--- config.mk ---
export PLATFORM = sky130hd
export DESIGN_NAME = cache_ram
export DESIGN_NICKNAME = d
export VERILOG_FILES = /design/src/cache_geom_pkg.sv /design/src/cache_types_pkg.sv /design/src/cache_ram.sv
export SDC_FILE = /design/constraint.sdc
export NUM_CORES = 2
export LEC_CHECK = 0
export BUFFER_PORTS_ARGS = -buffer_cell sky130_fd_sc_hd__buf_2
export CAP_MARGIN = 0
export CORE_UTILIZATION = 36
export DETAILED_ROUTE_END_ITERATION = 8
export MAX_ROUTING_LAYER = met4
export PLACE_DENSITY_LB_ADDON = 0.15
export SLEW_MARGIN = 30
export SYNTH_ARGS = -nofsm -noshare
export SYNTH_HDL_FRONTEND = slang
export SYNTH_SLANG_ARGS = --single-unit
--- constraint.sdc ---
create_clock -name clk -period 5.8 [get_ports clk]
set_input_delay 0 -clock clk [delete_from_list [all_inputs] [get_ports clk]]
set_output_delay 0 -clock clk [all_outputs]
set_load 0.01 [all_outputs]
--- src/cache_geom_pkg.sv ---
package cache_geom_pkg;

    // address split, tag | index | byte offset
    localparam int TAG_W    = 23;
    localparam int INDEX_W  = 6;
    localparam int OFFSET_W = 3;
    localparam int ADDR_W   = TAG_W + INDEX_W + OFFSET_W;

    // organisation
    localparam int SETS = 64;
    localparam int WAYS = 2;

    // payload widths
    localparam int WORD_W = 32;
    localparam int LINE_W = 64;
    localparam int WORDS  = LINE_W / WORD_W;

    // lowest offset bit that picks a word inside the line
    localparam int WORD_SEL_LSB = $clog2(WORD_W / 8);

endpackage

--- src/cache_types_pkg.sv ---
package cache_types_pkg;

    import cache_geom_pkg::*;

    // address fields
    typedef logic [TAG_W-1:0]    tag_t;
    typedef logic [INDEX_W-1:0]  index_t;
    typedef logic [OFFSET_W-1:0] offset_t;
    typedef logic [ADDR_W-1:0]   addr_t;

    typedef logic [WORD_W-1:0] word_t;

    // word 0 (lower address) sits in the low half
    typedef word_t [WORDS-1:0] line_t;

    typedef logic [$clog2(WAYS)-1:0] way_t;

    // controller FSM
    typedef enum logic [1:0] {
        IDLE,
        LOOKUP,
        MISS,
        REPLACE
    } ctrl_state_t;

endpackage

--- src/cache_ram.sv ---
`timescale 1ns/1ns

module cache_ram
    import cache_geom_pkg::*;
    import cache_types_pkg::*;
#(
    parameter type entry_t = line_t,
    parameter int  DEPTH   = SETS
) (
    input  logic   clk,
    input  index_t addr,
    input  logic   we,
    input  entry_t wdata,
    output entry_t rdata
);

    entry_t mem [DEPTH];

    // read every cycle, a write shows up on rdata right away
    always_ff @(posedge clk) begin
        if (we) begin
            mem[addr] <= wdata;
            rdata     <= wdata;
        end else begin
            rdata <= mem[addr];
        end
    end

endmodule

==> out/results.ini <==
[timing]
fin_crit_sh_pct=78.77
setup_ws_ns=1.231
period_minus_slack_ns=4.569
slew_headroom_pct=28.45
drv_slew=0
hold_violations=0
fin_setup_tns_ns=0
setup_viol=0
tightestPinTransition_ns=1.067
fmax_ghz=0.2189
rsz0062_at_grt=false

[clocking]
root_buffer=clkbuf_16
cts.path.max_buffers=4
path_clk_slew_ns=0.06
cts_made_buffers=432
ctsResizeCount=0
cts_tree=done
htree_levels=5
clock-sinks=4102

[grt]
track_usage_pct=22.10
grt_overflow_total=0
grt_pass1_vias=76300
grt_pass1_wl_um=643900
antenna_found_initial=47
grt_start_max_net_pins=126

[setup_path]
cp-end-kind=output pin
required_ns=5.80
worst-setup-path-type=reg -> out
worstPathMaxFanout=39
arrival_ns=4.57
start_kind=register

[floorplan]
initial_utilization_pct=36.24
die_h_um=658.6
fp.coreArea_sq_um=428200
rows=240
die_x_um=658.6
ioPinCount=136
die-area_sq_um=433700

[power]
power_leakage_uw=0.05523
ir_drop_mv=0.2488
power.density_nw_per_um2=349.3

[routing]
avgViaCountPerCell=5.712
ant_nets=0
wire_per_inst_um=35.80
firstDrtPassIters=5
num_vias=75020
post-route-drc-count=0
wirelength_um=470200
drtIter0Drc=8558

[finish]
syn2layout_area_growth_pct=15.40
utilization_pct=41.82
reg_top3=mem (4096)
finalNetCount=7149
largest_reg_flops=4096
drive_above_1_share_pct=28.53
regMostFlops=mem

[worst_hold_path]
hp-class=in -> reg

[logic_synthesis]
ys_types=33
synth.ff_latch_count=4102
syn_nets=6612
netlist_area_sq_um=155200
yosys_warnings=0
avgSynthCellArea_sq_um=23.73
seq_area_frac_synth_pct=79.34
synthCells=6540

[placement]
port_buffers=135
dp_hpwl_um=247700
place_ws_ns=2.150
place_congestion=0.7570

[outcome]
status=finished clean

[run]
maxCapViolations=0

==> cells in the mapped netlist <==
| master | count | area (sq um) |
|---|---|---|
| dfxtp_1 | 6 | 120.1 |
| mux2i_1 | 135 | 1351 |
| a22oi_1 | 168 | 1261 |
| nand2b_1 | 11 | 68.82 |
| o221ai_1 | 38 | 332.8 |
| nor2b_1 | 28 | 175.2 |
| a31o_1 | 1 | 8.760 |
| a31oi_1 | 18 | 112.6 |
| nor3_1 | 2 | 10.01 |
| nand3b_1 | 2 | 15.01 |
| and2_1 | 3 | 18.77 |
| inv_1 | 19 | 71.32 |
| nand4b_1 | 1 | 8.760 |
| and3_1 | 64 | 400.4 |
| nand3_1 | 45 | 225.2 |
| a22o_1 | 88 | 770.7 |
| buf_6 | 6 | 67.56 |
| nand2_1 | 58 | 217.7 |
| clkbuf_1 | 140 | 525.5 |
| or3b_2 | 1 | 8.760 |
| nor2_1 | 112 | 420.4 |
| edfxtp_1 | 4096 | 123000 |
| buf_4 | 34 | 255.2 |
| buf_1 | 20 | 75.07 |
| a211oi_1 | 63 | 473.0 |
| a41oi_1 | 26 | 227.7 |
| mux4_2 | 1024 | 23060 |
| o22ai_1 | 83 | 519.3 |
| buf_2 | 170 | 850.8 |
| a2bb2oi_1 | 19 | 166.4 |
| nand4_1 | 2 | 12.51 |
| or2_2 | 28 | 175.2 |
| or3_1 | 29 | 181.4 |
==> cells in the final DEF (no fill, tap or decap), drive strengths merged, types with 38 or more instances in the layout <==
cell	Yosys	layout
a211oi	63	63
a22o	88	88
a22oi	168	168
and3	64	64
buf	230	396
clkbuf	140	536
clkinv	0	207
dlygate4sd3	0	77
edfxtp	4096	4096
mux2i	135	135
mux4	1024	1024
nand2	58	58
nand3	45	45
nor2	112	112
o221ai	38	38
o22ai	83	83
==> through the flow <==
stage / std cells / cell area, sq um / power [uW] / hold slack [ns]
floorplan: 6540 / 155200 / 35080 / 0.02772
global placement: 12250 / 164500 / 36540 / 0.2416
detailed placement: 12250 / 164700 / 36590 / 0.2441
CTS: 13120 / 178900 / 63170 / 0.08142
global route: 13130 / 179100 / 64360 / 0.1066
finish: 13130 / 179100 / 62560 / 0.1044
==> what timing repair did <==
item	in CTS	in global routing
buffers inserted	0	0
endpoints found under the hold margin	4284	0
hold buffers	77	0
==> critical path: stages (launching register included) <==
cell      delay, ns
dfxtp_4        0.91
buf_12         0.32
buf_12         0.31
buf_4          0.47
mux4_2         0.30
a22oi_1        0.09
and3_1         0.23
a211oi_1       0.57
buf_2          0.26
==> final cells by class <==
cell class / count / area [sq um]
fillers: 37190 / 249100
flip-flops and latches: 4102 / 123100
multi-input cells: 2049 / 30820
clock buffers: 536 / 11350
well taps: 5687 / 7116
repair buffers: 473 / 4481
clock inverters: 255 / 2090
inverters: 19 / 71.32
diodes: 13 / 32.53
==> power by group <==
| part | internal, uW | switching, uW |
|---|---|---|
| logic | 1110 | 1970 |
| clock network | 15100 | 11500 |
| registers | 32800 | 69.5 |
| total | 49000 | 13600 |
==> worst paths after layout <==
kind	from	slack, ns	cells after the start	to
min	wdata[56]	0.10	2	mem[1][56]$_DFFE_PP_
max	register	1.23	8	rdata[8]
==> layer usage <==
metal / up-vias / routed length [um] / GRT usage (%)
met4: 0 / 10280 / 4.491
met3: 579 / 28650 / 2.827
met2: 2769 / 229300 / 35.35
met5: - / 0 / -
li1: 29470 / - / -
met1: 42200 / 201900 / 30.61
==> kinds of logic after synthesis <==
| logic type | after synthesis | synth area share, % |
|---|---|---|
| flops | 4102 | 79.34 |
| mux | 1159 | 15.73 |
| compound gates | 504 | 2.495 |
| buf+inv | 389 | 1.189 |
| simple gates | 386 | 1.249 |
Power figures use the tool's default switching activity.
