**src/cache_geom_pkg.sv**
```systemverilog
package cache_geom_pkg;

    // address split, tag | index | byte offset
    localparam int TAG_W    = 23;
    localparam int INDEX_W  = 6;
    localparam int OFFSET_W = 3;
    localparam int ADDR_W   = TAG_W + INDEX_W + OFFSET_W;

    // organisation
    localparam int SETS = 64;
    localparam int WAYS = 2;

    // payload widths
    localparam int WORD_W = 32;
    localparam int LINE_W = 64;
    localparam int WORDS  = LINE_W / WORD_W;

    // lowest offset bit that picks a word inside the line
    localparam int WORD_SEL_LSB = $clog2(WORD_W / 8);

endpackage

```
**src/cache_types_pkg.sv**
```systemverilog
package cache_types_pkg;

    import cache_geom_pkg::*;

    // address fields
    typedef logic [TAG_W-1:0]    tag_t;
    typedef logic [INDEX_W-1:0]  index_t;
    typedef logic [OFFSET_W-1:0] offset_t;
    typedef logic [ADDR_W-1:0]   addr_t;

    typedef logic [WORD_W-1:0] word_t;

    // word 0 (lower address) sits in the low half
    typedef word_t [WORDS-1:0] line_t;

    typedef logic [$clog2(WAYS)-1:0] way_t;

    // controller FSM
    typedef enum logic [1:0] {
        IDLE,
        LOOKUP,
        MISS,
        REPLACE
    } ctrl_state_t;

endpackage

```
**src/set_state.sv**
```systemverilog
`timescale 1ns/1ns

module set_state
    import cache_geom_pkg::*;
    import cache_types_pkg::*;
(
    input  logic            clk,
    input  logic            rst,
    input  index_t          addr,
    input  logic            touch,
    input  way_t            touch_way,
    input  logic            fill,
    output logic [WAYS-1:0] valid_ways,
    output way_t            victim_way
);

    logic [WAYS-1:0] valid_q [SETS];
    // least recently used way of each set
    way_t            lru_q   [SETS];

    logic [WAYS-1:0] valid_nxt;
    way_t            lru_nxt;
    way_t            used_way;

    // first invalid way, else the lru one
    function automatic way_t pick_victim(logic [WAYS-1:0] v, way_t lru);
        way_t w;
        w = lru;
        for (int i = WAYS - 1; i >= 0; i--) begin
            if (!v[i]) begin
                w = way_t'(i);
            end
        end
        return w;
    endfunction

    // next state of the addressed set
    always_comb begin
        valid_nxt = valid_q[addr];
        lru_nxt   = lru_q[addr];
        used_way  = touch ? touch_way : victim_way;
        if (fill) begin
            valid_nxt[victim_way] = 1'b1;
        end
        if (touch || fill) begin
            lru_nxt = ~used_way;
        end
    end

    // outputs registered from the updated set, so a fill is seen next cycle
    always_ff @(posedge clk) begin
        if (rst) begin
            for (int s = 0; s < SETS; s++) begin
                valid_q[s] <= '0;
                lru_q[s]   <= '0;
            end
            valid_ways <= '0;
            victim_way <= '0;
        end else begin
            valid_q[addr] <= valid_nxt;
            lru_q[addr]   <= lru_nxt;
            valid_ways    <= valid_nxt;
            victim_way    <= pick_victim(valid_nxt, lru_nxt);
        end
    end

    a_touch_fill_excl: assert property (@(posedge clk) disable iff (rst)
        !(touch && fill))
        else $error("touch and fill in the same cycle");

    // victim_way belongs to the set read one cycle earlier
    a_fill_same_set: assert property (@(posedge clk) disable iff (rst)
        fill |-> $stable(addr))
        else $error("fill while the set address moved");

endmodule

```
**config.mk**
```make
export PLATFORM = sky130hd
export DESIGN_NAME = set_state
export DESIGN_NICKNAME = d
export VERILOG_FILES = /design/src/cache_geom_pkg.sv /design/src/cache_types_pkg.sv /design/src/set_state.sv
export SDC_FILE = /design/constraint.sdc
export NUM_CORES = 1
export LEC_CHECK = 0
export ABC_AREA = 1
export BUFFER_PORTS_ARGS = -buffer_cell sky130_fd_sc_hd__buf_2
export CAP_MARGIN = 25
export CORE_ASPECT_RATIO = 1.75
export CORE_MARGIN = 2
export CORE_UTILIZATION = 39
export CTS_BUF_LIST = sky130_fd_sc_hd__clkbuf_2 sky130_fd_sc_hd__clkbuf_4 sky130_fd_sc_hd__clkbuf_8
export DETAILED_ROUTE_END_ITERATION = 8
export GPL_TIMING_DRIVEN = 0
export HOLD_SLACK_MARGIN = 0.15
export SETUP_SLACK_MARGIN = 0.3
export SYNTH_ARGS = -nofsm -noshare
export SYNTH_HDL_FRONTEND = slang
export SYNTH_SLANG_ARGS = --single-unit
```
**constraint.sdc**
```tcl
create_clock -name clk -period 2.1 [get_ports clk]
set_input_delay 0.63 -clock clk [delete_from_list [all_inputs] [get_ports clk]]
set_output_delay 0.63 -clock clk [all_outputs]
set_load 0.01 [all_outputs]
```
==> flow_metrics.tcl <==
set metrics [dict create \
    grt_max_degree 17 \
    synthFlopType "edfxtp_1" \
    netlist_top_cells_count "nand2_1, inv_1, edfxtp_1" \
    finalNonFillerCells 1726 \
    rsz0062_at_grt "true" \
    synth.largest_area_cell "edfxtp_1" \
    rows 79 \
    first_iter_violations 997 \
    layout_setup_ws_ns -0.141 \
    postCtsHoldBufs 0 \
    wl_met3_mm 2.77 \
    met1_length_mm 12.0 \
    arrival_ns 2.51 \
    wl_per_cell_microns 20.6 \
    grt-ovfl-total 0 \
    antenna_found_initial 1 \
    hold-worst-slack_ns 0.647 \
    via_per_inst 5.08 \
    wl_mm 35.6 \
    drc 0 \
    ys_async_sr_fraction_pct 0 \
    die_h_microns 220 \
    cts-root-buf "clkbuf_8" \
    synthTopCellsByArea "edfxtp_1, nand2_1, inv_1, nor2_1, nand3_1" \
    synth_enable_flop_cells 192 \
    fin_util_pct 46.6 \
    dp_slack_ns -1.19 \
    clock_latency_ns 0.51 \
    startpoint_type "input port" \
    cp-end-kind "flop" \
    cts.path.max_buffers 2 \
    final_antenna_net_count 0 \
    final_layout_size_suffix_gt1_share_pct 15.2 \
    grt_first_pass_wirelength_mm 50.8 \
    ys_warn_count 0 \
    ys_types 24 \
    yosysSeqAreaShare_pct 56.2 \
    yosysTopAreaCellShare_pct 55.6 \
    failed_checks "setup timing" \
    gp_congestion 0.944 \
    grt_pass1_vias 8376 \
    tightest_slew_ns 0.775 \
    fin_skew_ns 0.00983 \
    worstSetupPathType "in2reg" \
    setup_viol 127 \
    via_count 8776 \
    drtPass1Iterations 6 \
    yosysMostFrequentCell "nand2_1" \
    clkSinkCount 195 \
    clk_pin_slew_ns 0.09 \
    initial_core_util_pct 39.3 \
    io_buffer_count 11 \
    cts_tree "done" \
    power.density_nw_per_um2 659 \
    fin_tns_setup_ns -12.02 \
    synth_area_sq_um 10400 \
    ir_worst_vdd_v 0.000361 \
    dr_wl_met2_mm 17.9 \
    drv_slew 0 \
    h-tree-depth 4 \
    die_w_microns 127 \
    fin_crit_sh_pct 107 \
    crit_path_max_fanout 10 \
    area_growth_pct 18.7 \
    placed_cells 1654 \
    max_freq_ghz 0.446 \
    finalHoldViolations 0 \
    syn-num-nets 1330 \
    cap_violations 0 \
    period_minus_slack_ns 2.24 \
    syn_inst 1319 \
    final_nets 1400 \
    worstHoldPathType "in2reg" \
    core_sq_um 26400 \
    cp.required_ns 2.37 \
    status "complete, but fails checks" \
    ios 14 \
    postSynthAreaPerCell_sq_um 7.86 \
    dieArea_sq_um 27900 \
    top_layer "met4" \
    ys_seq_elements 195 \
    maxSlewHeadroom_pct 48.3 \
    dp_hpwl_mm 24.0 \
    p_leak_nw 5.98 \
    cts_buffers 17 \
    grt_use_total_pct 26.0 \
]
cells in the final DEF, fill, tap and decap left out, types with 3 or more instances in the layout:
master      synthesis  final
edfxtp_1          192    192
nor3_4              0      5
inv_1             219    213
buf_16              0      3
buf_12              0     28
nand3_2             0      3
dfxtp_1             3      3
buf_2              15     14
buf_6              10     15
clkinvlp_4          0      5
o21ai_1             9      5
nor2_4              0      4
nor2_2             13     30
nand2_2             0      7
buf_4              19     29
nor2_1            165    144
clkbuf_16           0      3
or2_1               4      4
nand3_1            31     28
inv_2               7      9
o21ai_2             0      4
clkbuf_2            0      4
clkbuf_8            0     17
nand2_1           601    592
clkbuf_4            0     10
buf_8               1      7
power by group:
group | switching [mW] | internal [mW]
Sequential | 0.0463 | 4.42
Combinational | 0.916 | 0.499
Clock | 1.36 | 0.869
final timing paths:
| check | from | to | slack, ns | cells past startpoint |
|---|---|---|---|---|
| setup / recovery | addr[0] | valid_q[14][0] | -0.14 | 19 |
| hold / removal | touch | victim_way | 0.65 | 6 |
| setup reg to reg | lru_q[18] | lru_q[56] | 0.03 | 14 |
| hold reg to reg | victim_way | victim_way | 1.07 | 8 |
critical path: stages:
cell and delay (ns):
buf_12 0.11, inv_8 0.04, buf_12 0.13, buf_12 0.14, buf_8 0.14, buf_4 0.13, nand2_1 0.04, nand2_1 0.05
nand2_1 0.06, nand2_1 0.05, nand2_1 0.07, nand2_2 0.09, a21oi_2 0.15, nand3_1 0.10, nand2_2 0.16, inv_8 0.10
buf_8 0.16, nand2_1 0.06, inv_1 0.04
layout make-up:
| cell class | instances | area, sq um |
|---|---|---|
| Antenna cell | 1 | 2.50 |
| Buffer | 57 | 734 |
| Clock buffer | 22 | 272 |
| Clock inverter | 9 | 61.3 |
| Fill cell | 2537 | 14100 |
| Inverter | 227 | 878 |
| Multi-Input combinational cell | 840 | 3520 |
| Sequential cell | 195 | 5830 |
| Tap cell | 324 | 405 |
| Timing Repair Buffer | 51 | 603 |
registers in the layout, indices dropped and copies added, names as in the netlist:
signal,flops
valid_q,128
victim_way,1
lru_q,64
valid_ways,2
logic make-up (layout without fill, tap and decap cells):
kind of cell / Yosys count / count (layout) / share of synthesized area, %
AND/OR/NAND/NOR: 824 / 824 / 31.0
buffers and inverters: 284 / 366 / 12.0
other: 0 / 1 / 0
flip-flops: 195 / 195 / 56.2
AO/OA/AOI/OAI: 16 / 16 / 0.797
through the flow:
step	total power, mW	instance area, sq um
6_report	8.10	12300
2_1_floorplan	5.18	10500
3_5_place_dp	5.63	11000
5_1_grt	8.29	12300
3_3_place_gp	5.62	11000
4_1_cts	8.00	12100
what timing repair did:
action                     CTS  global route
cloned                       3             3
setup endpoints to repair  387           363
pin swaps                   16             7
setup buffers               30             4
resized for setup          120            22
routing by layer:
metal / GRT usage, % / up-vias
met5: 0 / -
met4: 20.0 / 0
met3: 3.62 / 149
met2: 45.4 / 465
met1: 28.3 / 4049
li1: - / 4113
(Power assumes the default switching activity.)
