[config.mk]
export PLATFORM = sky130hd
export DESIGN_NAME = icache_ctrl
export DESIGN_NICKNAME = d
export VERILOG_FILES = /design/src/cache_geom_pkg.sv /design/src/cache_types_pkg.sv /design/src/icache_ctrl.sv
export SDC_FILE = /design/constraint.sdc
export NUM_CORES = 1
export LEC_CHECK = 0
export ABC_AREA = 1
export BUFFER_PORTS_ARGS = -buffer_cell sky130_fd_sc_hd__buf_2
export CAP_MARGIN = 0
export CORE_AREA = 2 2 174 176
export DETAILED_ROUTE_END_ITERATION = 7
export DIE_AREA = 0 0 176 178
export HOLD_SLACK_MARGIN = 0.1
export MAX_ROUTING_LAYER = met4
export PLACE_DENSITY = 0.64
export SLEW_MARGIN = 25
export SYNTH_ARGS = -nofsm -noshare
export SYNTH_HDL_FRONTEND = slang
export SYNTH_SLANG_ARGS = --single-unit
[constraint.sdc]
create_clock -name clk -period 3.9 [get_ports clk]
set_input_delay 0 -clock clk [delete_from_list [all_inputs] [get_ports clk]]
set_output_delay 0 -clock clk [all_outputs]
set_load 0.01 [all_outputs]
[src/cache_geom_pkg.sv]
package cache_geom_pkg;

    // address split, tag | index | byte offset
    localparam int TAG_W    = 23;
    localparam int INDEX_W  = 6;
    localparam int OFFSET_W = 3;
    localparam int ADDR_W   = TAG_W + INDEX_W + OFFSET_W;

    // organisation
    localparam int SETS = 64;
    localparam int WAYS = 2;

    // payload widths
    localparam int WORD_W = 32;
    localparam int LINE_W = 64;
    localparam int WORDS  = LINE_W / WORD_W;

    // lowest offset bit that picks a word inside the line
    localparam int WORD_SEL_LSB = $clog2(WORD_W / 8);

endpackage

[src/cache_types_pkg.sv]
package cache_types_pkg;

    import cache_geom_pkg::*;

    // address fields
    typedef logic [TAG_W-1:0]    tag_t;
    typedef logic [INDEX_W-1:0]  index_t;
    typedef logic [OFFSET_W-1:0] offset_t;
    typedef logic [ADDR_W-1:0]   addr_t;

    typedef logic [WORD_W-1:0] word_t;

    // word 0 (lower address) sits in the low half
    typedef word_t [WORDS-1:0] line_t;

    typedef logic [$clog2(WAYS)-1:0] way_t;

    // controller FSM
    typedef enum logic [1:0] {
        IDLE,
        LOOKUP,
        MISS,
        REPLACE
    } ctrl_state_t;

endpackage

[src/icache_ctrl.sv]
`timescale 1ns/1ns

module icache_ctrl
    import cache_geom_pkg::*;
    import cache_types_pkg::*;
(
    input  logic            clk,
    input  logic            rst,
    // pipeline side
    input  logic            valid,
    input  index_t          index,
    input  tag_t            tag,
    input  offset_t         offset,
    output logic            addr_ok,
    output logic            data_ok,
    output word_t           rdata,
    // memory side
    output logic            rd_req,
    output addr_t           rd_addr,
    input  line_t           ret_data,
    // tag and data RAMs
    output index_t          ram_addr,
    output logic [WAYS-1:0] tag_we,
    output logic [WAYS-1:0] data_we,
    output tag_t            fill_tag,
    output line_t           fill_line,
    input  tag_t            way_tag [WAYS],
    input  line_t           way_line [WAYS],
    // set state
    input  logic [WAYS-1:0] valid_ways,
    input  way_t            victim_way,
    output logic            touch,
    output way_t            touch_way,
    output logic            fill
);

    ctrl_state_t state_q;
    ctrl_state_t state_nxt;

    tag_t    req_tag;
    index_t  req_index;
    offset_t req_offset;

    logic [WAYS-1:0] way_hit;
    logic            hit;
    logic            lookup_hit;
    way_t            hit_way;
    word_t           hit_word;

    line_t           miss_line;
    logic [WAYS-1:0] fill_we;

    // request buffer, loaded on acceptance
    always_ff @(posedge clk) begin
        if (addr_ok && valid) begin
            req_tag    <= tag;
            req_index  <= index;
            req_offset <= offset;
        end
    end

    // new index goes straight to the RAMs while idle
    assign ram_addr = (state_q == IDLE) ? index : req_index;
    assign addr_ok  = (state_q == IDLE);

    // tag compare
    always_comb begin
        hit_way = '0;
        for (int w = 0; w < WAYS; w++) begin
            way_hit[w] = valid_ways[w] && (way_tag[w] == req_tag);
            if (way_hit[w]) begin
                hit_way = way_t'(w);
            end
        end
    end

    assign hit        = |way_hit;
    assign lookup_hit = (state_q == LOOKUP) && hit;
    assign hit_word   = way_line[hit_way][req_offset[OFFSET_W-1:WORD_SEL_LSB]];

    // hit bookkeeping
    assign touch     = lookup_hit;
    assign touch_way = hit_way;

    // word held for the data_ok cycle
    always_ff @(posedge clk) begin
        if (lookup_hit) begin
            rdata <= hit_word;
        end
    end

    always_ff @(posedge clk) begin
        if (rst) begin
            data_ok <= 1'b0;
        end else begin
            data_ok <= lookup_hit;
        end
    end

    // line request, memory answers in the same cycle
    assign rd_req  = (state_q == MISS);
    assign rd_addr = {req_tag, req_index, {OFFSET_W{1'b0}}};

    // miss buffer
    always_ff @(posedge clk) begin
        if (state_q == MISS) begin
            miss_line <= ret_data;
        end
    end

    // refill into the victim way
    always_comb begin
        for (int w = 0; w < WAYS; w++) begin
            fill_we[w] = (state_q == REPLACE) && (victim_way == way_t'(w));
        end
    end

    assign tag_we    = fill_we;
    assign data_we   = fill_we;
    assign fill_tag  = req_tag;
    assign fill_line = miss_line;
    assign fill      = (state_q == REPLACE);

    always_comb begin
        case (state_q)
            IDLE: begin
                state_nxt = valid ? LOOKUP : IDLE;
            end
            LOOKUP: begin
                state_nxt = hit ? IDLE : MISS;
            end
            MISS: begin
                state_nxt = REPLACE;
            end
            REPLACE: begin
                // set is read again, write-first gives the new line
                state_nxt = LOOKUP;
            end
            default: begin
                state_nxt = IDLE;
            end
        endcase
    end

    always_ff @(posedge clk) begin
        if (rst) begin
            state_q <= IDLE;
        end else begin
            state_q <= state_nxt;
        end
    end

    a_rd_req_pulse: assert property (@(posedge clk) disable iff (rst)
        rd_req |=> !rd_req)
        else $error("rd_req longer than one cycle");

    a_data_ok_vs_rd_req: assert property (@(posedge clk) disable iff (rst)
        !(data_ok && rd_req))
        else $error("data_ok together with rd_req");

    a_single_hit: assert property (@(posedge clk) disable iff (rst)
        (state_q == LOOKUP) |-> $onehot0(way_hit))
        else $error("more than one way hit");

endmodule

==> results.py, run 1 <==
metrics = {
    "critical_path": {
        "r2r_start": "fill_tag[1]",
        "cp.arrival_ns": 3.73,
        "worstRegToRegCells": 9,
        "worstPathMaxFanout": 64,
        "critPathLaunchType": "register",
        "worstReg2RegEnd": "rdata[4]",
        "critPathCaptureType": "register",
        "path_class": "register to register",
        "required_ns": 4.07,
        "ff2ff_setup_slack_ns": 0.34,
    },
    "final_layout": {
        "syn2layout_area_growth_pct": 66.1,
        "antennaDiodeCount": 0,
        "fin_area_um2": 12000,
        "n_fill_cell": 2867,
        "multi_input_area_um2": 2110,
        "drive_gt1_frac": 0.344,
        "finalNetCount": 1758,
        "seqCellArea_um2": 3840,
    },
    "cts": {
        "cts_made_buffers": 17,
        "clkSinkCount": 129,
        "clk_path_buf_depth": 2,
        "cts_root_buf": "clkbuf_16",
        "cts-htree-levels": 4,
        "clkLatencyLatePin_ns": 0.42,
        "cts_tree": "done",
        "clk_pin_slew_ns": 0.07,
    },
    "routing": {
        "vias": 7868,
        "drcViolationCount": 0,
        "ant_nets": 0,
        "wl_per_cell_um": 15.0,
        "vias_per_cell": 4.17,
        "wirelength_mm": 28.4,
        "dr.first_iter.drc_count": 473,
        "first_pass_iters": 7,
    },
    "global_route": {
        "first_global_vias": 7597,
        "grt_pass1_wl_mm": 40.1,
        "grt_use_total": 0.173,
        "gr-total-overflow": 0,
        "grt_max_degree": 65,
        "antenna_found_initial": 1,
    },
    "logic_synthesis": {
        "synth_top_area_cell": "edfxtp_1",
        "synthCells": 874,
        "ys.warnings.count": 0,
        "ys_ff_latch": 129,
        "synth_cell_type_count": 26,
        "synth.yosys.seq_area_share": 0.531,
        "avgSynthCellArea_um2": 8.28,
        "synth_area_um2": 7240,
        "yosys-top-cells-area": "edfxtp_1 52%, nand2_1 14%, inv_1 10%",
        "synthDominantCellAreaShare": 0.523,
    },
    "min_path": {
        "hold_end": "req_index[0]",
        "whs_path_depth": 3,
        "hold_path_class": "primary input to register",
        "hp-start": "valid",
    },
    "timing": {
        "finalSetupTns_ns": 0,
        "finalSetupViolations": 0,
        "slew-limit-headroom": 0.312,
        "timing.fmax_mhz": 281,
        "hold_viol": 0,
        "period_share": 0.914,
        "min_period_ns": 3.56,
        "fin_ws_ns": 0.337,
        "rsz0062_at_grt": "no",
        "skew_ns": 0.0142,
        "whs_ns": 0.136,
        "maxSlewViolCount": 0,
        "tightest_slew_ns": 1.02,
    },
    "die": {
        "fp.coreArea_um2": 29400,
        "initial_utilization": 0.246,
        "die_h_um": 178,
        "rows": 63,
        "chipWidth_um": 176,
        "io_pins": 443,
        "dieArea_um2": 31300,
    },
    "place": {
        "dp_slack_ns": 1.02,
        "io_buffers": 437,
        "gp_congestion": 0.857,
        "place_area_um2": 9480,
        "dp_hpwl_mm": 19.7,
    },
    "flow_run": {
        "cap_violations": 0,
    },
    "status": {
        "status": "finished, final reports clean",
    },
    "power_and_ir_drop": {
        "vdd_drop_max_uv": 275,
        "p_total_uw": 4050,
        "p_leak_uw": 0.00631,
        "pwr_density_cell_nw_per_um2": 337,
    },
}
## placed cells by master (no fill, tap or decap), drive strengths merged
cell and instances:
a21boi 1, a21oi 1, and2b 1, buf 449, clkbuf 17, clkinv 4, clkinvlp 3, conb 3
dfxtp 3, dlygate4sd3 191, edfxtp 126, inv 221, nand2 282, nand3 134, nor2 50, nor3 1
o21ai 6, xnor2 2
## critical path, stage by stage, from the launching register on
cell and delay [ns]:
edfxtp_1 0.48, o21ai_0 0.85, nor2_4 0.09, buf_12 0.18
nand2_8 0.29, nand2_1 0.10, nand3_1 0.10, dlygate4sd3_1 0.56
nand2_1 0.06, dlygate4sd3_1 0.56
## cells by family after synthesis
kind of cell	Yosys count	synth area share
simple gates	466	0.275
buf+inv	268	0.185
flops	129	0.531
compound gates	8	0.00588
xor+xnor	2	0.00242
other cells	1	0.000518
## power breakdown
group | total (µW) | leakage (µW) | internal [µW] | switching (µW)
Sequential | 1660 | 0.00118 | 1620 | 47.5
Clock | 1590 | 0.000271 | 848 | 747
Combinational | 794 | 0.00486 | 398 | 395
## flip-flops by register name (all words and copies together) (netlist names), named ones only
signal and flops:
fill_line 64, rdata 32, fill_tag 23, req_index 6, data_ok 1, req_offset 1
state_q 1
## metal layers
metal  vias up  global-route usage  wire length, µm
li1       3862                   -                -
met1      3552               0.204            11500
met2       406               0.293            14100
met3        48              0.0311             1980
met4         0              0.0696              794
met5         -                   -                0
## synthesized netlist by cell type
library cell and instances:
buf_4 31, clkbuf_1 3, edfxtp_1 126, buf_6 8, nor2_1 43, nand3_1 130, a21oi_1 1, buf_12 4
nor3_1 1, xnor2_1 2, nor2_2 3, nand2_2 8, inv_1 200, inv_2 12, nand2_1 273, and2b_1 1
nand3_2 4, clkinv_1 1, nand2_4 1, buf_8 8, o21ai_0 6, a21boi_1 1, conb_1 1, dfxtp_1 3
buf_2 1, nor2_4 2
## cell type report
cell class | instances | share of cell area
flip-flops and latches | 129 | 0.320
inverters | 213 | 0.0665
clock buffers | 17 | 0.0354
well taps | 390 | 0.0406
clock inverters | 15 | 0.0119
multi-input cells | 481 | 0.175
repair buffers | 640 | 0.351
## stage by stage
stage	std cells	util
floorplan	876	-
global placement	1656	0.322
detailed placement	1656	0.322
CTS	1879	0.407
global route	1885	0.409
finish	1885	0.409
## how the worst max path moves through the flow
stage,startpoint,end,slack (ns),cells past startpoint
final,fill_tag[1],rdata[4],0.34,9
after global routing,fill_tag[1],rdata[4],0.19,9
after CTS,fill_tag[14],rdata[4],0.05,13
after detailed placement,fill_tag[14],rdata[1],1.02,11
after global placement,fill_tag[14],rdata[1],1.08,11
after floorplan,register,fill_line[0],0.15,2
## timing repair
item	CTS	global route
gates resized for setup	0	2
hold buffers	191	0
endpoints found under the hold margin	129	0
buffers inserted	0	4
endpoints found under the setup margin	0	32
(Power assumes the default switching activity.)
==> run 2: changes to the inputs <==
Settings changed: PLACE_DENSITY 0.64 to 0.6.
==> results.py, run 2 (synthesis gave the netlist of run 1 again) <==
metrics = {
    "global_route": {
        "grt_pass1_wl_mm": 40.0,
        "grt_use_met3": 0.0320,
        "grt.met2_usage": 0.291,
        "gr-total-overflow": 0,
        "use_met1": 0.206,
        "antenna_found_initial": 2,
        "first_global_vias": 7639,
        "grt_max_degree": 67,
        "grt_use_total": 0.171,
        "busiest_layer": "met2",
    },
    "critical_path": {
        "crit_start": "fill_tag[8]",
        "worstPathMaxFanout": 37,
        "r2r_start": "fill_tag[8]",
        "required_ns": 4.07,
        "path_class": "register to register",
        "max_stage_delay_ns": 0.56,
        "cp_cell_sequence": "xnor2_1, nand2_1, nor2_1, nand2_1, nor2_4, buf_4, nand3_1, nand3_1, dlygate4sd3_1, nand2_1, dlygate4sd3_1",
        "cp_num_buf_inv": 3,
        "crit_top_cell": "nand2_1",
        "cp_top_family": "buffers and inverters",
        "critPathCaptureType": "register",
        "worst-path-stages": 11,
        "critPathLaunchType": "register",
        "crit_end": "rdata[13]",
        "worstReg2RegEnd": "rdata[13]",
        "worstRegToRegCells": 11,
        "ff2ff_setup_slack_ns": 0.31,
        "cp.arrival_ns": 3.76,
        "critPathSlowestCell": "dlygate4sd3_1",
    },
    "timing": {
        "skew_ns": 0.0105,
        "tightest_slew_ns": 0.825,
        "period_share": 0.919,
        "slew-limit-headroom": 0.450,
        "finalSetupViolations": 0,
        "hold_viol": 0,
        "finalSetupTns_ns": 0,
        "rsz0062_at_grt": "no",
        "min_period_ns": 3.59,
        "timing.fmax_mhz": 279,
        "maxSlewViolCount": 0,
    },
    "final_layout": {
        "fin_area_um2": 12000,
        "layout_common_cells": "437 x buf_2, 273 x nand2_1, 199 x inv_1",
        "n_fill_cell": 2885,
        "finalNetCount": 1754,
        "drive_gt1_frac": 0.343,
        "syn2layout_area_growth_pct": 66.3,
        "final_common_cell": "buf_2",
        "largest_register_ffs": 64,
    },
    "die": {
        "chipWidth_um": 176,
        "die_h_um": 178,
        "initial_utilization": 0.246,
        "io_pins": 443,
        "fp.coreArea_um2": 29400,
        "rows": 63,
        "dieArea_um2": 31300,
    },
    "routing": {
        "drcViolationCount": 0,
        "vias": 7774,
        "vias_per_cell": 4.13,
        "dr.first_iter.drc_count": 527,
        "ant_nets": 0,
        "first_pass_iters": 8,
        "wl_per_cell_um": 14.5,
        "wirelength_mm": 27.4,
    },
    "cts": {
        "cts-htree-levels": 4,
        "cts_root_buf": "clkbuf_16",
        "clkLatencyLatePin_ns": 0.42,
        "cts_resized": 0,
        "cts_tree": "done",
        "clk_pin_slew_ns": 0.07,
        "clk_path_buf_depth": 2,
        "clkSinkCount": 129,
        "cts_made_buffers": 17,
    },
    "power_and_ir_drop": {
        "switching_share": 0.290,
        "seqPwrFrac": 0.401,
        "power_frac_clock": 0.406,
        "p_sw_uw": 1200,
        "vdd_drop_max_uv": 227,
        "p_int_uw": 2940,
        "pwr_density_cell_nw_per_um2": 345,
        "power_frac_comb": 0.193,
        "p_total_uw": 4150,
        "p_leak_uw": 0.00634,
    },
    "status": {
        "status": "finished, final reports clean",
    },
    "place": {
        "place_area_um2": 9460,
        "gp_congestion": 0.874,
        "dp_hpwl_mm": 19.0,
        "io_buffers": 437,
    },
    "flow_run": {
        "cap_violations": 0,
    },
    "min_path": {
        "hold_path_class": "primary input to register",
        "hp-start": "way_tag[8]",
    },
}
==> run 2: cell count changes in the layout (fill, tap and decap cells not counted), sizes merged <==
| cell | delta |
|---|---|
| bufinv | +1 |
| clkinvlp | -2 |
| diode | +3 |
| clkinv | +3 |
| nor2 | -2 |
| inv | -2 |
| buf | -3 |
| dlygate4sd3 | +1 |
==> run 2: final cells by class <==
cell class	count	area, µm²	area share
multi-input cells	479	2090	0.173
repair buffers	638	4200	0.349
clock buffers	17	425	0.0353
clock inverters	15	189	0.0157
well taps	390	488	0.0405
diodes	3	7.51	0.000624
inverters	213	800	0.0664
flip-flops and latches	129	3840	0.319
==> run 2: routing by layer <==
metal | vias to the layer above | wire length, µm
met2 | 367 | 13600
met4 | 0 | 599
met1 | 3513 | 11400
met3 | 35 | 1850
met5 | - | 0
li1 | 3859 | -
==> run 2: timing repair <==
| item | in CTS | in global routing |
|---|---|---|
| hold buffers | 191 | 1 |
| endpoints found under the setup margin | 0 | 0 |
| buffers inserted | 0 | 0 |
| endpoints found under the hold margin | 129 | 7 |
==> run 2: worst min path at each step <==
stage	to	slack (ns)	depth (start not counted)
CTS	fill_tag[1]	0.14	3
global route	fill_line[13]	0.26	2
finish	register	0.25	7
global placement	fill_tag[11]	0.18	1
floorplan	data_we[0]	0.05	1
detailed placement	fill_line[33]	0.18	1
==> run 2: power groups by stage <==
| stage | combinational (µW) | sequential (µW) | clock, µW |
|---|---|---|---|
| 6_report | 799 | 1660 | 1680 |
| 5_1_grt | 879 | 1670 | 1790 |
| 4_1_cts | 782 | 1660 | 1730 |
| 3_5_place_dp | 605 | 1690 | 0 |
| 3_3_place_gp | 600 | 1690 | 0 |
| 2_1_floorplan | 285 | 1720 | 0 |
==> run 2: through the flow <==
step	utilization	setup WS [ns]	instances	hold slack [ns]
floorplan	-	0.149	876	0.0549
global placement	0.322	1.40	1656	0.177
detailed placement	0.322	1.34	1656	0.178
CTS	0.408	0.335	1879	0.137
global route	0.409	0.0410	1883	0.256
finish	0.409	0.315	1884	0.253
==> run 2: worst reg2reg max path: stages, from the launching register on <==
cell,delay [ns]
edfxtp_1,0.48
xnor2_1,0.24
nand2_1,0.07
nor2_1,0.12
nand2_1,0.13
nor2_4,0.36
buf_4,0.46
nand3_1,0.18
nand3_1,0.12
dlygate4sd3_1,0.56
nand2_1,0.06
dlygate4sd3_1,0.56
==> run 3: changes to the inputs <==
Settings changed: CORE_AREA 2 2 174 176 to 2 2 170 172, DIE_AREA 0 0 176 178 to 0 0 172 174, SLEW_MARGIN 25 to not set.
Clock period 3.9 ns to 4.2 ns, I/O delays scaled along.
==> results.py, run 3 (synthesis gave the netlist of run 1 again) <==
metrics = {
    "timing": {
        "finalSetupViolations": 0,
        "fin_ws_ns": 0.522,
        "period_share": 0.876,
        "finalSetupTns_ns": 0,
        "slew-limit-headroom": 0.240,
        "hold_viol": 0,
        "min_period_ns": 3.68,
        "skew_ns": 0.0155,
        "maxSlewViolCount": 0,
        "whs_ns": 0.154,
        "tightest_slew_ns": 1.14,
        "rsz0062_at_grt": "no",
        "timing.fmax_mhz": 272,
    },
    "die": {
        "chipWidth_um": 172,
        "dieArea_um2": 29900,
        "io_pins": 443,
        "rows": 62,
        "fp.coreArea_um2": 28200,
        "die_h_um": 174,
        "initial_utilization": 0.256,
    },
    "cts": {
        "clkLatencyLatePin_ns": 0.43,
        "clk_path_buf_depth": 2,
        "cts-htree-levels": 4,
        "cts_root_buf": "clkbuf_16",
        "cts_setup_buffers": 0,
        "cts_made_buffers": 17,
        "cts_tree": "done",
        "clkSinkCount": 129,
        "clk_pin_slew_ns": 0.08,
    },
    "routing": {
        "wirelength_mm": 27.6,
        "wl_per_cell_um": 14.8,
        "vias": 7759,
        "drcViolationCount": 0,
        "first_pass_iters": 6,
        "dr.first_iter.drc_count": 428,
        "vias_per_cell": 4.14,
        "ant_nets": 0,
    },
    "global_route": {
        "grt_use_total": 0.186,
        "grt_max_degree": 65,
        "gr-total-overflow": 0,
        "grt_pass1_wl_mm": 41.1,
        "antenna_found_initial": 1,
        "first_global_vias": 7897,
    },
    "min_path": {
        "hold_end": "req_index[4]",
        "whs_path_depth": 3,
        "hold_path_class": "primary input to register",
        "hp-start": "valid",
    },
    "place": {
        "place_area_um2": 9450,
        "io_buffers": 437,
        "dp_slack_ns": 1.54,
        "dp_hpwl_mm": 18.9,
        "dp_cells": 1649,
        "gp_congestion": 0.852,
    },
    "final_layout": {
        "largest_register_ffs": 64,
        "layout_common_cells": "437 x buf_2, 273 x nand2_1, 200 x inv_1",
        "finalNetCount": 1751,
        "n_fill_cell": 2752,
        "drive_gt1_frac": 0.342,
        "final_common_cell": "buf_2",
        "fin_area_um2": 12000,
        "layout.cells.non_filler": 1873,
        "syn2layout_area_growth_pct": 65.8,
    },
    "critical_path": {
        "worstRegToRegCells": 11,
        "worstPathMaxFanout": 64,
        "r2r_start": "fill_tag[1]",
        "worstReg2RegEnd": "rdata[10]",
        "path_class": "register to register",
        "critPathLaunchType": "register",
        "required_ns": 4.49,
        "critPathCaptureType": "register",
        "ff2ff_setup_slack_ns": 0.52,
        "cp.arrival_ns": 3.97,
    },
    "power_and_ir_drop": {
        "p_leak_uw": 0.00634,
        "vdd_drop_max_uv": 218,
        "pwr_density_cell_nw_per_um2": 328,
    },
    "status": {
        "status": "finished, final reports clean",
    },
    "flow_run": {
        "cap_violations": 0,
    },
}
[run 3: cell types whose count changed in the layout (fill, tap and decap cells not counted), sizes merged, moves of 2 or more]
cell and change:
diode -2, inv +2, clkinv -2, buf -2
[run 3: power by group]
| group | internal (µW) | switching, µW | total [µW] |
|---|---|---|---|
| registers | 1500 | 42.2 | 1540 |
| clock network | 924 | 737 | 1660 |
| logic | 369 | 365 | 734 |
[run 3: cell type report]
class | count | area (µm²) | share of cell area
flip-flops and latches | 129 | 3840 | 0.320
repair buffers | 635 | 4150 | 0.346
clock inverters | 15 | 214 | 0.0178
multi-input cells | 479 | 2090 | 0.174
diodes | 1 | 2.50 | 0.000208
inverters | 213 | 800 | 0.0666
clock buffers | 17 | 425 | 0.0354
well taps | 384 | 480 | 0.0400
[run 3: metal layers]
| metal | vias up | share of wire | routed length, µm | track usage |
|---|---|---|---|---|
| li1 | 3848 | - | - | - |
| met4 | 0 | 0.037 | 1020 | 0.0837 |
| met2 | 369 | 0.49 | 13500 | 0.318 |
| met1 | 3486 | 0.40 | 11000 | 0.203 |
| met5 | - | 0 | 0 | - |
| met3 | 56 | 0.077 | 2130 | 0.0435 |
[run 3: metrics by stage]
step	total power, µW	utilization
after floorplan	1860	-
after global placement	2120	0.335
after detailed placement	2130	0.335
after CTS	3980	0.425
after global routing	4110	0.425
final	3940	0.425
[run 3: worst max path at each step]
stage,cells after the start,endpoint,slack (ns),from
floorplan,2,fill_line[0],0.45,register
global placement,10,rdata[25],1.53,fill_tag[1]
finish,11,rdata[10],0.52,fill_tag[1]
global route,11,rdata[10],0.22,fill_tag[8]
detailed placement,10,rdata[25],1.54,fill_tag[12]
CTS,12,rdata[8],0.51,fill_tag[0]
[run 3: timing repair]
| action | 4_1_cts | 5_1_grt |
|---|---|---|
| resized for setup | 0 | 0 |
| endpoints found under the hold margin | 129 | 0 |
| hold buffers | 191 | 0 |
[run 3: worst max-delay path: stages, from the launching register on]
cell,delay [ns]
edfxtp_1,0.53
nand2_1,0.15
nand3_1,0.10
nor2_1,0.11
nand3_1,0.12
nor2_4,0.43
nand2_4,0.46
nand2_1,0.21
nand3_1,0.08
dlygate4sd3_1,0.61
nand2_1,0.09
dlygate4sd3_1,0.56
